### src/logic/rob_defines.svh
`ifndef ROB_DEFINES_SVH
`define ROB_DEFINES_SVH

// reorder buffer geometry
`define ROB_DEPTH 16
`define TAG_W     4

// datapath widths
`define XLEN      32
`define PC_W      32

// architectural register count, x0 included
`define NUM_ARCH_REGS 32

// major opcodes of interest, RV32I encoding
`define OP_STORE  7'b0100011
`define OP_BRANCH 7'b1100011

`endif
### src/logic/rob_pkg.sv
`include "rob_defines.svh"

package rob_pkg;

    typedef logic [`TAG_W-1:0] tag_t;
    typedef logic [4:0]        reg_idx_t;
    typedef logic [`XLEN-1:0]  xdata_t;
    typedef logic [`PC_W-1:0]  pc_t;
    typedef logic [6:0]        opcode_t;

    // raw fields from the issue side
    typedef struct packed {
        opcode_t  opcode;
        reg_idx_t rd;
        logic     predicted_taken;
    } issue_t;

    // decoded entry, decoder to buffer
    typedef struct packed {
        logic     is_store;
        logic     is_branch;
        logic     writes_rd;
        reg_idx_t rd;
        logic     predicted_taken;
    } dispatch_t;

    // result returned by an execution unit
    typedef struct packed {
        tag_t   tag;
        xdata_t data;
        logic   actual_taken;
        pc_t    target;
    } complete_t;

    // oldest entry handed to the commit stage
    typedef struct packed {
        tag_t      tag;
        dispatch_t disp;
        xdata_t    data;
        logic      actual_taken;
        pc_t       target;
    } retire_t;

    typedef struct packed {
        tag_t     tag;
        reg_idx_t rd;
        xdata_t   data;
        logic     wrote_rd;
        logic     was_store;
    } retire_report_t;

endpackage

### src/logic/rob_top.sv
`timescale 1ns/100ps

module rob_top (
    input  logic                     clk,
    input  logic                     arst_n,
    input  logic                     issue_valid,
    input  rob_pkg::issue_t          issue,
    input  logic                     complete_valid,
    input  rob_pkg::complete_t       complete,
    output logic                     tag_valid,
    output rob_pkg::tag_t            tag_out,
    output logic                     full,
    output logic                     retire_valid,
    output rob_pkg::retire_report_t  retire,
    output logic                     store_valid,
    output rob_pkg::tag_t            store_tag,
    output logic                     redirect_valid,
    output rob_pkg::pc_t             redirect_pc,
    input  rob_pkg::reg_idx_t        rf_read_addr,
    output rob_pkg::xdata_t          rf_read_data
);

    import rob_pkg::*;

    logic      disp_valid;
    dispatch_t disp;
    logic      head_valid;
    retire_t   head;
    // mispredict flush, fans out to decoder and buffer
    logic      flush;

    dispatch_decoder u_decoder (
        .clk         (clk),
        .arst_n      (arst_n),
        .issue_valid (issue_valid),
        .issue       (issue),
        .flush       (flush),
        .disp_valid  (disp_valid),
        .disp        (disp)
    );

    reorder_buffer u_rob (
        .clk            (clk),
        .arst_n         (arst_n),
        .disp_valid     (disp_valid),
        .disp           (disp),
        .complete_valid (complete_valid),
        .complete       (complete),
        .flush          (flush),
        .tag_valid      (tag_valid),
        .tag_out        (tag_out),
        .full           (full),
        .head_valid     (head_valid),
        .head           (head)
    );

    commit_unit u_commit (
        .clk            (clk),
        .arst_n         (arst_n),
        .head_valid     (head_valid),
        .head           (head),
        .flush          (flush),
        .retire_valid   (retire_valid),
        .retire         (retire),
        .store_valid    (store_valid),
        .store_tag      (store_tag),
        .redirect_valid (redirect_valid),
        .redirect_pc    (redirect_pc),
        .rf_read_addr   (rf_read_addr),
        .rf_read_data   (rf_read_data)
    );

endmodule

### src/logic/commit_unit.sv
`timescale 1ns/100ps
`include "rob_defines.svh"

module commit_unit (
    input  logic                     clk,
    input  logic                     arst_n,
    input  logic                     head_valid,
    input  rob_pkg::retire_t         head,
    output logic                     flush,
    output logic                     retire_valid,
    output rob_pkg::retire_report_t  retire,
    output logic                     store_valid,
    output rob_pkg::tag_t            store_tag,
    output logic                     redirect_valid,
    output rob_pkg::pc_t             redirect_pc,
    input  rob_pkg::reg_idx_t        rf_read_addr,
    output rob_pkg::xdata_t          rf_read_data
);

    import rob_pkg::*;

    xdata_t rf [`NUM_ARCH_REGS];
    logic   rf_we;

    // branch resolved differently than predicted
    assign flush = head_valid && head.disp.is_branch &&
                   (head.disp.predicted_taken != head.actual_taken);

    // x0 never written, decoder already masks rd == 0
    assign rf_we = head_valid && head.disp.writes_rd && (head.disp.rd != '0);

    // x0 hardwired to zero on the read side too
    assign rf_read_data = (rf_read_addr == '0) ? '0 : rf[rf_read_addr];

    always_ff @(posedge clk or negedge arst_n) begin
        if (!arst_n) begin
            for (int i = 0; i < `NUM_ARCH_REGS; i++) begin
                rf[i] <= '0;
            end
        end else if (rf_we) begin
            rf[head.disp.rd] <= head.data;
        end
    end

    always_ff @(posedge clk or negedge arst_n) begin
        if (!arst_n) begin
            retire_valid   <= 1'b0;
            store_valid    <= 1'b0;
            redirect_valid <= 1'b0;
        end else begin
            retire_valid   <= head_valid;
            store_valid    <= head_valid && head.disp.is_store;
            redirect_valid <= flush;
        end
    end

    // report payload, qualified by the valids above
    always_ff @(posedge clk) begin
        if (head_valid) begin
            retire.tag       <= head.tag;
            retire.rd        <= head.disp.rd;
            retire.data      <= head.data;
            retire.wrote_rd  <= rf_we;
            retire.was_store <= head.disp.is_store;
            store_tag        <= head.tag;
        end
        if (flush) begin
            redirect_pc <= head.target;
        end
    end

endmodule

### src/logic/reorder_buffer.sv
`timescale 1ns/100ps
`include "rob_defines.svh"

module reorder_buffer (
    input  logic                clk,
    input  logic                arst_n,
    input  logic                disp_valid,
    input  rob_pkg::dispatch_t  disp,
    input  logic                complete_valid,
    input  rob_pkg::complete_t  complete,
    input  logic                flush,
    output logic                tag_valid,
    output rob_pkg::tag_t       tag_out,
    output logic                full,
    output logic                head_valid,
    output rob_pkg::retire_t    head
);

    import rob_pkg::*;

    // per-slot status
    logic [`ROB_DEPTH-1:0] occupied;
    logic [`ROB_DEPTH-1:0] done;

    // per-slot payload
    dispatch_t disp_mem   [`ROB_DEPTH];
    xdata_t    data_mem   [`ROB_DEPTH];
    logic      taken_mem  [`ROB_DEPTH];
    pc_t       target_mem [`ROB_DEPTH];

    tag_t           rd_ptr;
    tag_t           wr_ptr;
    logic [`TAG_W:0] count;

    logic alloc;
    logic comp_hit;

    // issuing while full is ignored here
    assign alloc = disp_valid && !full;

    // stale completions to free slots are dropped
    assign comp_hit = complete_valid && occupied[complete.tag];

    assign full      = (count == `ROB_DEPTH);
    assign tag_valid = disp_valid;
    assign tag_out   = wr_ptr;

    // oldest entry goes out as soon as it is done
    assign head_valid = occupied[rd_ptr] && done[rd_ptr];

    always_comb begin
        head.tag          = rd_ptr;
        head.disp         = disp_mem[rd_ptr];
        head.data         = data_mem[rd_ptr];
        head.actual_taken = taken_mem[rd_ptr];
        head.target       = target_mem[rd_ptr];
    end

    always_ff @(posedge clk or negedge arst_n) begin
        if (!arst_n) begin
            occupied <= '0;
            done     <= '0;
            rd_ptr   <= '0;
            wr_ptr   <= '0;
            count    <= '0;
        end else if (flush) begin
            // mispredict, drop everything in flight
            occupied <= '0;
            done     <= '0;
            rd_ptr   <= '0;
            wr_ptr   <= '0;
            count    <= '0;
        end else begin
            if (comp_hit) begin
                done[complete.tag] <= 1'b1;
            end

            if (alloc) begin
                occupied[wr_ptr] <= 1'b1;
                done[wr_ptr]     <= 1'b0;
                wr_ptr           <= wr_ptr + 1'b1;
            end

            // release frees the head slot, pointer wraps naturally
            if (head_valid) begin
                occupied[rd_ptr] <= 1'b0;
                done[rd_ptr]     <= 1'b0;
                rd_ptr           <= rd_ptr + 1'b1;
            end

            case ({alloc, head_valid})
                2'b10:   count <= count + 1'b1;
                2'b01:   count <= count - 1'b1;
                default: count <= count;
            endcase
        end
    end

    // payload writes, slot validity comes from the flags above
    always_ff @(posedge clk) begin
        if (alloc) begin
            disp_mem[wr_ptr] <= disp;
        end
        if (comp_hit) begin
            data_mem[complete.tag]   <= complete.data;
            taken_mem[complete.tag]  <= complete.actual_taken;
            target_mem[complete.tag] <= complete.target;
        end
    end

endmodule

### src/logic/dispatch_decoder.sv
`timescale 1ns/100ps
`include "rob_defines.svh"

module dispatch_decoder (
    input  logic                clk,
    input  logic                arst_n,
    input  logic                issue_valid,
    input  rob_pkg::issue_t     issue,
    input  logic                flush,
    output logic                disp_valid,
    output rob_pkg::dispatch_t  disp
);

    import rob_pkg::*;

    dispatch_t disp_d;
    logic      op_store;
    logic      op_branch;

    // opcode classification
    assign op_store  = (issue.opcode == `OP_STORE);
    assign op_branch = (issue.opcode == `OP_BRANCH);

    always_comb begin
        disp_d.is_store        = op_store;
        disp_d.is_branch       = op_branch;
        disp_d.rd              = issue.rd;
        disp_d.predicted_taken = issue.predicted_taken;
        // only plain ALU/load style ops with a real destination
        disp_d.writes_rd       = !op_store && !op_branch && (issue.rd != '0);
    end

    // valid bit, an issue during flush is dropped
    always_ff @(posedge clk or negedge arst_n) begin
        if (!arst_n) begin
            disp_valid <= 1'b0;
        end else begin
            disp_valid <= issue_valid && !flush;
        end
    end

    // decoded fields, captured on each issue
    always_ff @(posedge clk) begin
        if (issue_valid) begin
            disp <= disp_d;
        end
    end

endmodule

### config.mk
export PLATFORM = sky130hd
export DESIGN_NAME = rob_top
export DESIGN_NICKNAME = d
export VERILOG_FILES = /design/src/logic/rob_pkg.sv /design/src/logic/rob_top.sv /design/src/logic/commit_unit.sv /design/src/logic/reorder_buffer.sv /design/src/logic/dispatch_decoder.sv
export VERILOG_INCLUDE_DIRS = /design/src /design/src/logic
export SDC_FILE = /design/constraint.sdc
export NUM_CORES = 2
export LEC_CHECK = 0
export BUFFER_PORTS_ARGS = -buffer_cell sky130_fd_sc_hd__buf_2
export CAP_MARGIN = 20
export CORE_ASPECT_RATIO = 0.5
export CORE_MARGIN = 2
export CORE_UTILIZATION = 55
export CTS_BUF_LIST = sky130_fd_sc_hd__clkbuf_16
export DETAILED_ROUTE_END_ITERATION = 10
export MAX_ROUTING_LAYER = met4
export PLACE_DENSITY = 0.75
export SLEW_MARGIN = 20
export SYNTH_ARGS = -nofsm -noshare
export SYNTH_HDL_FRONTEND = slang
export SYNTH_SLANG_ARGS = --single-unit
### constraint.sdc
create_clock -name clk -period 4.92 [get_ports clk]
set_clock_uncertainty 0.2 [all_clocks]
set_input_delay 0.492 -clock clk [delete_from_list [all_inputs] [get_ports clk]]
set_output_delay 0.492 -clock clk [all_outputs]
set_load 0.02 [all_outputs]
Yosys cells after proc, flatten, opt, wreduce, memory -nomap -nowiden. Memories as Yosys holds them, arrays and structs flattened. A register that Yosys moved wholly into a read port is not among the register bits. Cells that the tools add are included.

Order comparisons: 9. Reductions and logical operators: 25. Bitwise operators: 9. Multiplexer cells: 39. Eq/ne operators: 6. Add/subtract/negate cells: 4.

Operator list (count): bitwise mux 1024 bit (1); binary-select mux 32 bit (select 5 bit) (1); demux 32 bit (select 5 bit) (1); 2-to-1 mux 16 bit (10); 2-to-1 mux 32 bit (4); bitwise AND 16 bit (3); NOT 16 bit (2); bitwise OR 16 bit (2); 2-to-1 mux 4 bit (4); logical AND 1 bit (15); less-than comparator 4 x 5 -> 1 bit, second input constant (3); binary-select mux 1 bit (select 4 bit) (3); demux 1 bit (select 4 bit) (3); greater-or-equal comparator 4 x 1 -> 1 bit, second input constant (3); greater-or-equal comparator 6 bit, second input constant (2); NOT 5 -> 6 bit (2); 2-to-1 mux 1 bit (10); one-hot mux 5 bit (2 select lines) (1); nonzero test 5 bit (2); adder 4 x 1 -> 4 bit, second input constant (2); == test 7 x 6 -> 1 bit, second input constant (1); == test 7 bit, second input constant (1); less-than comparator 6 x 1 -> 1 bit, second input constant (1); adder 5 x 1 -> 5 bit, second input constant (1); 10 further kinds (14).

RAM bits: 1184. Word-level logic and storage cells: 147. Memories: 4. Bits of input ports: 91. Bits in registers: 1125.

Memories: u_rob.data_mem (words 16, bits a word 32, rd ports 1, clocked after memory_dff 0, wr ports 1, line reorder_buffer.sv:27) `` xdata_t data_mem [`ROB_DEPTH]; ``; u_rob.target_mem (words 16, bits a word 32, rd ports 1, clocked after memory_dff 1, wr ports 1, line reorder_buffer.sv:29) `` pc_t target_mem [`ROB_DEPTH]; ``; u_rob.disp_mem (words 16, bits a word 9, rd ports 1, clocked after memory_dff 0, wr ports 1, line reorder_buffer.sv:26) `` dispatch_t disp_mem [`ROB_DEPTH]; ``; u_rob.taken_mem (words 16, bits a word 1, rd ports 1, clocked after memory_dff 0, wr ports 1, line reorder_buffer.sv:28) `` logic taken_mem [`ROB_DEPTH]; ``.

Logic depth before layout (Yosys ltp).
Depth after elaboration: 13. Gate-level depth with buffers: 19. Mapped depth without buffers: 13.

Cells and area by module. A second synthesis with hierarchy kept.

Cells, all modules: 4996. Area total of the unflattened synthesis: 96244.8 µm².

By module, submodules not included: commit_unit (area an instance 48896.9 µm², seq. area each 27951.8 µm², times used 1, cells each 3048); reorder_buffer (area an instance 46986.3 µm², seq. area each 36680.2 µm², times used 1, cells each 1930); dispatch_decoder (area an instance 361.6 µm², seq. area each 295.3 µm², times used 1, cells each 18).

Worst setup path before layout. OpenSTA, ideal clock, no wires.

Kind: register to register. From: reg u_rob.rd_ptr[2]. To: reg u_rob.count[4]. Stages on the path, launching flop included: 19. Library setup time: 121 ps. Data required time: 4599 ps. Period minus slack after synthesis: 5428 ps. Slack: -508 ps. Data arrival time: 5107 ps. Cells stage by stage: dfrtp_1 -> buf_2 -> nor2_1 -> clkbuf_1 -> a22oi_1 -> nand2_1 -> and2_1 -> clkbuf_1 -> clkbuf_1 -> ha_1 -> clkbuf_1 -> xor2_1 -> ha_1 -> a21boi_0 -> o221ai_1 -> a21o_1 -> a21oi_1 -> xnor2_1 -> nor2_1.

Longest elaborated chain between the ends: 6.

Ends and longest elaborated chain: start, declared (line reorder_buffer.sv:31) `tag_t rd_ptr;`; start signal, assigned (line reorder_buffer.sv:88) `rd_ptr <= rd_ptr + 1'b1;`; binary-select mux 1 bit (select 4 bit) (line reorder_buffer.sv:49) `assign head_valid = occupied[rd_ptr] && done[rd_ptr];`; 2-to-1 mux 1 bit (implied by the code) (line reorder_buffer.sv:49); logical AND 1 bit * (line reorder_buffer.sv:49); via head_valid (line rob_top.sv:27) `logic head_valid;`; == test 2 x 1 -> 1 bit, or another cell as far along (line reorder_buffer.sv:91) `case ({alloc, head_valid})`; one-hot mux 5 bit (2 select lines) or logical AND 1 bit (tied branches) (line reorder_buffer.sv:91, commit_unit.sv:26); 2-to-1 mux 5 bit or nonzero test 3 bit (tied branches); end signal, assigned (line reorder_buffer.sv:92) `2'b10: count <= count + 1'b1;`; end signal, assigned (line reorder_buffer.sv:93) `2'b01: count <= count - 1'b1;`; end signal, assigned (line reorder_buffer.sv:94) `default: count <= count;`; end, declared (line reorder_buffer.sv:33) `` logic [`TAG_W:0] count; ``.

The timed path passes the listed nets; every way through them passes the cells marked *. The select of a mux whose other input is x is not followed. A chain may end at the register's enable or synchronous reset.

Worst setup path in the final report.
From: reg u_rob.rd_ptr[3]. To: reg u_rob.count[4].

Longest elaborated chain between the ends: 6.

Ends and longest elaborated chain (line): binary-select mux 1 bit (select 4 bit) (reorder_buffer.sv:49); 2-to-1 mux 1 bit (implied by the code) (reorder_buffer.sv:49); logical AND 1 bit (reorder_buffer.sv:49); == test 2 x 1 -> 1 bit, or another cell as far along (reorder_buffer.sv:91); one-hot mux 5 bit (2 select lines) or logical AND 1 bit (tied branches) (reorder_buffer.sv:91, commit_unit.sv:26); 2-to-1 mux 5 bit or nonzero test 3 bit (tied branches).

Parallel ways exist; a longest one is shown, timed or not. The select of a mux whose other input is x is not followed.

==> impl_metrics.yaml <==
yosys:
  synth-seq-area-share_pct: 67.5
  syn_inst: 4986
  synth_edf_count: 1268
  synth_mux_area_share_pct: 27.2
  syn_nets: 5089
  synth_seq_cells: 2341
  synth_flop_cell: "edfxtp_1"
  synthDistinctLibCells: 57
  synth-simple-area-share_pct: 1.22
  yosys_warnings: 0
  synth.avg_cell_area_sq_um: 19.3
  synthAdderAreaFrac_pct: 0.156
  synth_xor_area_share_pct: 0.109
  synth_compound_area_share_pct: 1.69
  async_reset_ff_share_pct: 45.8
  syn_area_sq_um: 96200
  synth_top_family_by_area: "multiplexers"
sta:
  fin_setup_tns_ns: 0
  hold_viol_final: 0
  slew_headroom_pct: 25.1
  period_needed_ns: 4.21
  setup_violations: 0
  worstMarginPinSlew_ns: 1.12
  fin_crit_sh_pct: 85.5
  rsz0062_at_grt: "no"
  max_freq_mhz: 238
  slew_viol_final: 0
detailed_routing:
  wire_per_inst_um: 30.9
  viasPerCell: 6.50
  via_count: 49900
  firstDrtPassIters: 7
  drc: 0
  antenna_left: 0
  finalWirelength_um: 237000
  drtIter0Drc: 5345
setup_path:
  path_class: "flip-flop to flip-flop"
  crit_arrival_ns: 4.72
  cp_slowest_cell: "dfrtp_4"
  path_cells: "buf_4 > nor2_1 > buf_4 > a22oi_1 > nand2_1 > and2_4 > ha_1 > xor2_1 > ha_1 > a21boi_0 > o221ai_1 > a21o_1 > a21oi_1 > xnor2_1 > nor2_1"
  startpoint_type: "flip-flop"
  required_ns: 5.44
  rr_worst_depth: 15
  path_max_fanout: 19
  reg2reg_slack_ns: 0.71
  cp_num_cells: 15
  slowest_delay_ns: 0.65
  cp-end-kind: "flip-flop"
  critPathTopFamily: "compound AO/OA/AOI/OAI gates"
  critical_path_buf_inv_count: 2
global_routing:
  grt_antenna_before_repair: 16
  grt_usage_pct: 27.7
  grt_pass1_wl_um: 353000
  grt_max_degree: 123
  grt_pass1_vias: 53000
  grt_overflow: 0
final_layout:
  final_common_cell: "edfxtp_1"
  nets: 5302
  layout_common_cells: "1,268 x edfxtp_1, 1,069 x dfrtp_1, 1,030 x mux2_2, 590 x mux4_2, 208 x clkbuf_16"
  finish.instance_area_sq_um: 108000
  drive_gt1_share_pct: 43.4
  syn_to_final_growth_pct: 12.0
floorplanning:
  io_pins: 211
  fp-row-count: 108
  core_sq_um: 174000
  start_util_pct: 55.4
  die_w_um: 596
  die_area_sq_um: 179000
  die_h_um: 300
status:
  status: "completed"
clock_tree:
  htree_levels: 4
  cts.sinks: 2341
  cts_tree: "yes"
  path_clk_slew_ns: 0.07
  cts_root_buf: "clkbuf_16"
  postCtsSetupBuffers: 0
  cts_buffer_depth: 4
  numCtsBuffers: 205
  clkLatencyLatePin_ns: 0.86
placement:
  dp.final_hpwl_um: 127000
  gp_congestion: 0.811
  place_area_sq_um: 101000
  port_buffers: 210
power_and_ir_drop:
  ir_worst_vdd_v: 0.000439
  power.leakage_nw: 42.6
  p_per_area_nw_per_um2: 505
job:
  maxCapViolations: 0
min_path:
  hold_path.class: "input port to flip-flop"
  hold_depth: 2
-- final timing paths --
check	startpoint	endpoint
max reg2reg	u_rob.rd_ptr[3]	u_rob.count[4]
max in group asynchronous	arst_n	u_commit.rf[337]
min reg2reg	u_commit.rf[1011]	u_commit.rf[1011]
max	u_rob.rd_ptr[3]	u_rob.count[4]
min in group asynchronous	arst_n	u_commit.rf[800]
min	issue[0]	u_decoder.disp[0]
-- report_power, final --
group / internal, mW / leakage [nW] / total, mW / switching (mW)
Combinational: 6.15 / 13.0 / 12.8 / 6.66
Clock: 8.73 / 3.33 / 15.8 / 7.04
Sequential: 24.1 / 26.3 / 25.8 / 1.79
-- Yosys cell counts (12+ instances only) --
cell type,count,area [sq um]
edfxtp_1,1268,38100
dfrtp_1,1073,26900
mux2_2,1030,11600
mux4_2,590,13300
clkbuf_1,245,920
mux2i_1,109,1090
buf_2,106,531
nor2_1,57,214
buf_4,55,413
nor3_1,43,215
o22ai_1,38,238
buf_1,33,124
a221oi_1,32,280
nand2_1,31,116
a311oi_1,29,254
o221ai_1,28,245
a21oi_1,27,135
a211o_1,21,184
a31oi_1,16,100
mux2_1,15,169
nor3_2,14,140
a22oi_1,12,90.1
ha_1,12,150
inv_1,12,45.0
-- cell families (layout without fill, tap and decap cells) --
group | after synthesis | count (layout)
multiplexers | 1744 | 1744
other | 0 | 10
AO/OA/AOI/OAI | 216 | 216
XOR/XNOR | 12 | 12
buffers and inverters | 458 | 828
AND/OR/NAND/NOR | 203 | 203
adder cells (fa/ha/maj) | 12 | 12
flip-flops | 2341 | 2341
-- registers in the layout, summed over array words and instances (netlist names) --
register,count
u_rob.disp_mem,144
u_decoder.disp,9
u_commit.retire,43
u_commit.redirect_pc,32
u_rob.tag_out,4
u_commit.rf,1024
u_rob.occupied,16
u_rob.data_mem,512
u_commit.store_valid,1
u_rob.target_mem,512
u_rob.done,16
u_commit.retire_valid,1
u_commit.redirect_valid,1
u_rob.taken_mem,16
u_rob.rd_ptr,4
u_decoder.disp_valid,1
u_rob.count,5
-- through the flow --
step,cells,setup WS [ns],total power [mW],utilization (%),hold slack [ns]
after floorplan,4986,0.0268,35.0,-,-0.00359
after global placement,7225,0.732,38.0,57.9,0.160
after detailed placement,7225,0.871,38.9,57.9,0.165
after CTS,7666,0.810,54.6,62.0,0.111
after global routing,7674,0.590,56.6,62.0,0.156
final,7676,0.715,54.4,62.0,0.152
-- layout make-up --
class | instances | area (sq um)
diodes | 10 | 25.0
repair buffers | 451 | 3930
clock inverters | 156 | 1220
inverters | 13 | 48.8
well taps | 2310 | 2890
clock buffers | 208 | 5200
multi-input cells | 2187 | 29500
fillers | 11600 | 65900
flip-flops and latches | 2341 | 64900
-- routing by layer --
metal  vias to the layer above  global-route usage, %  wire length (um)
li1                      20100                      -                 -
met1                     27200                   37.4             96000
met2                      2078                   44.6            119000
met3                       473                   4.28             15800
met4                         0                   7.72              6900
met5                         -                      -                 0
-- repair_timing --
item,4_1_cts,5_1_grt
hold buffers,77,0
setup endpoints to repair,0,0
hold endpoints to repair,1147,0
resized for setup,0,0
(Power assumes the default switching activity.)
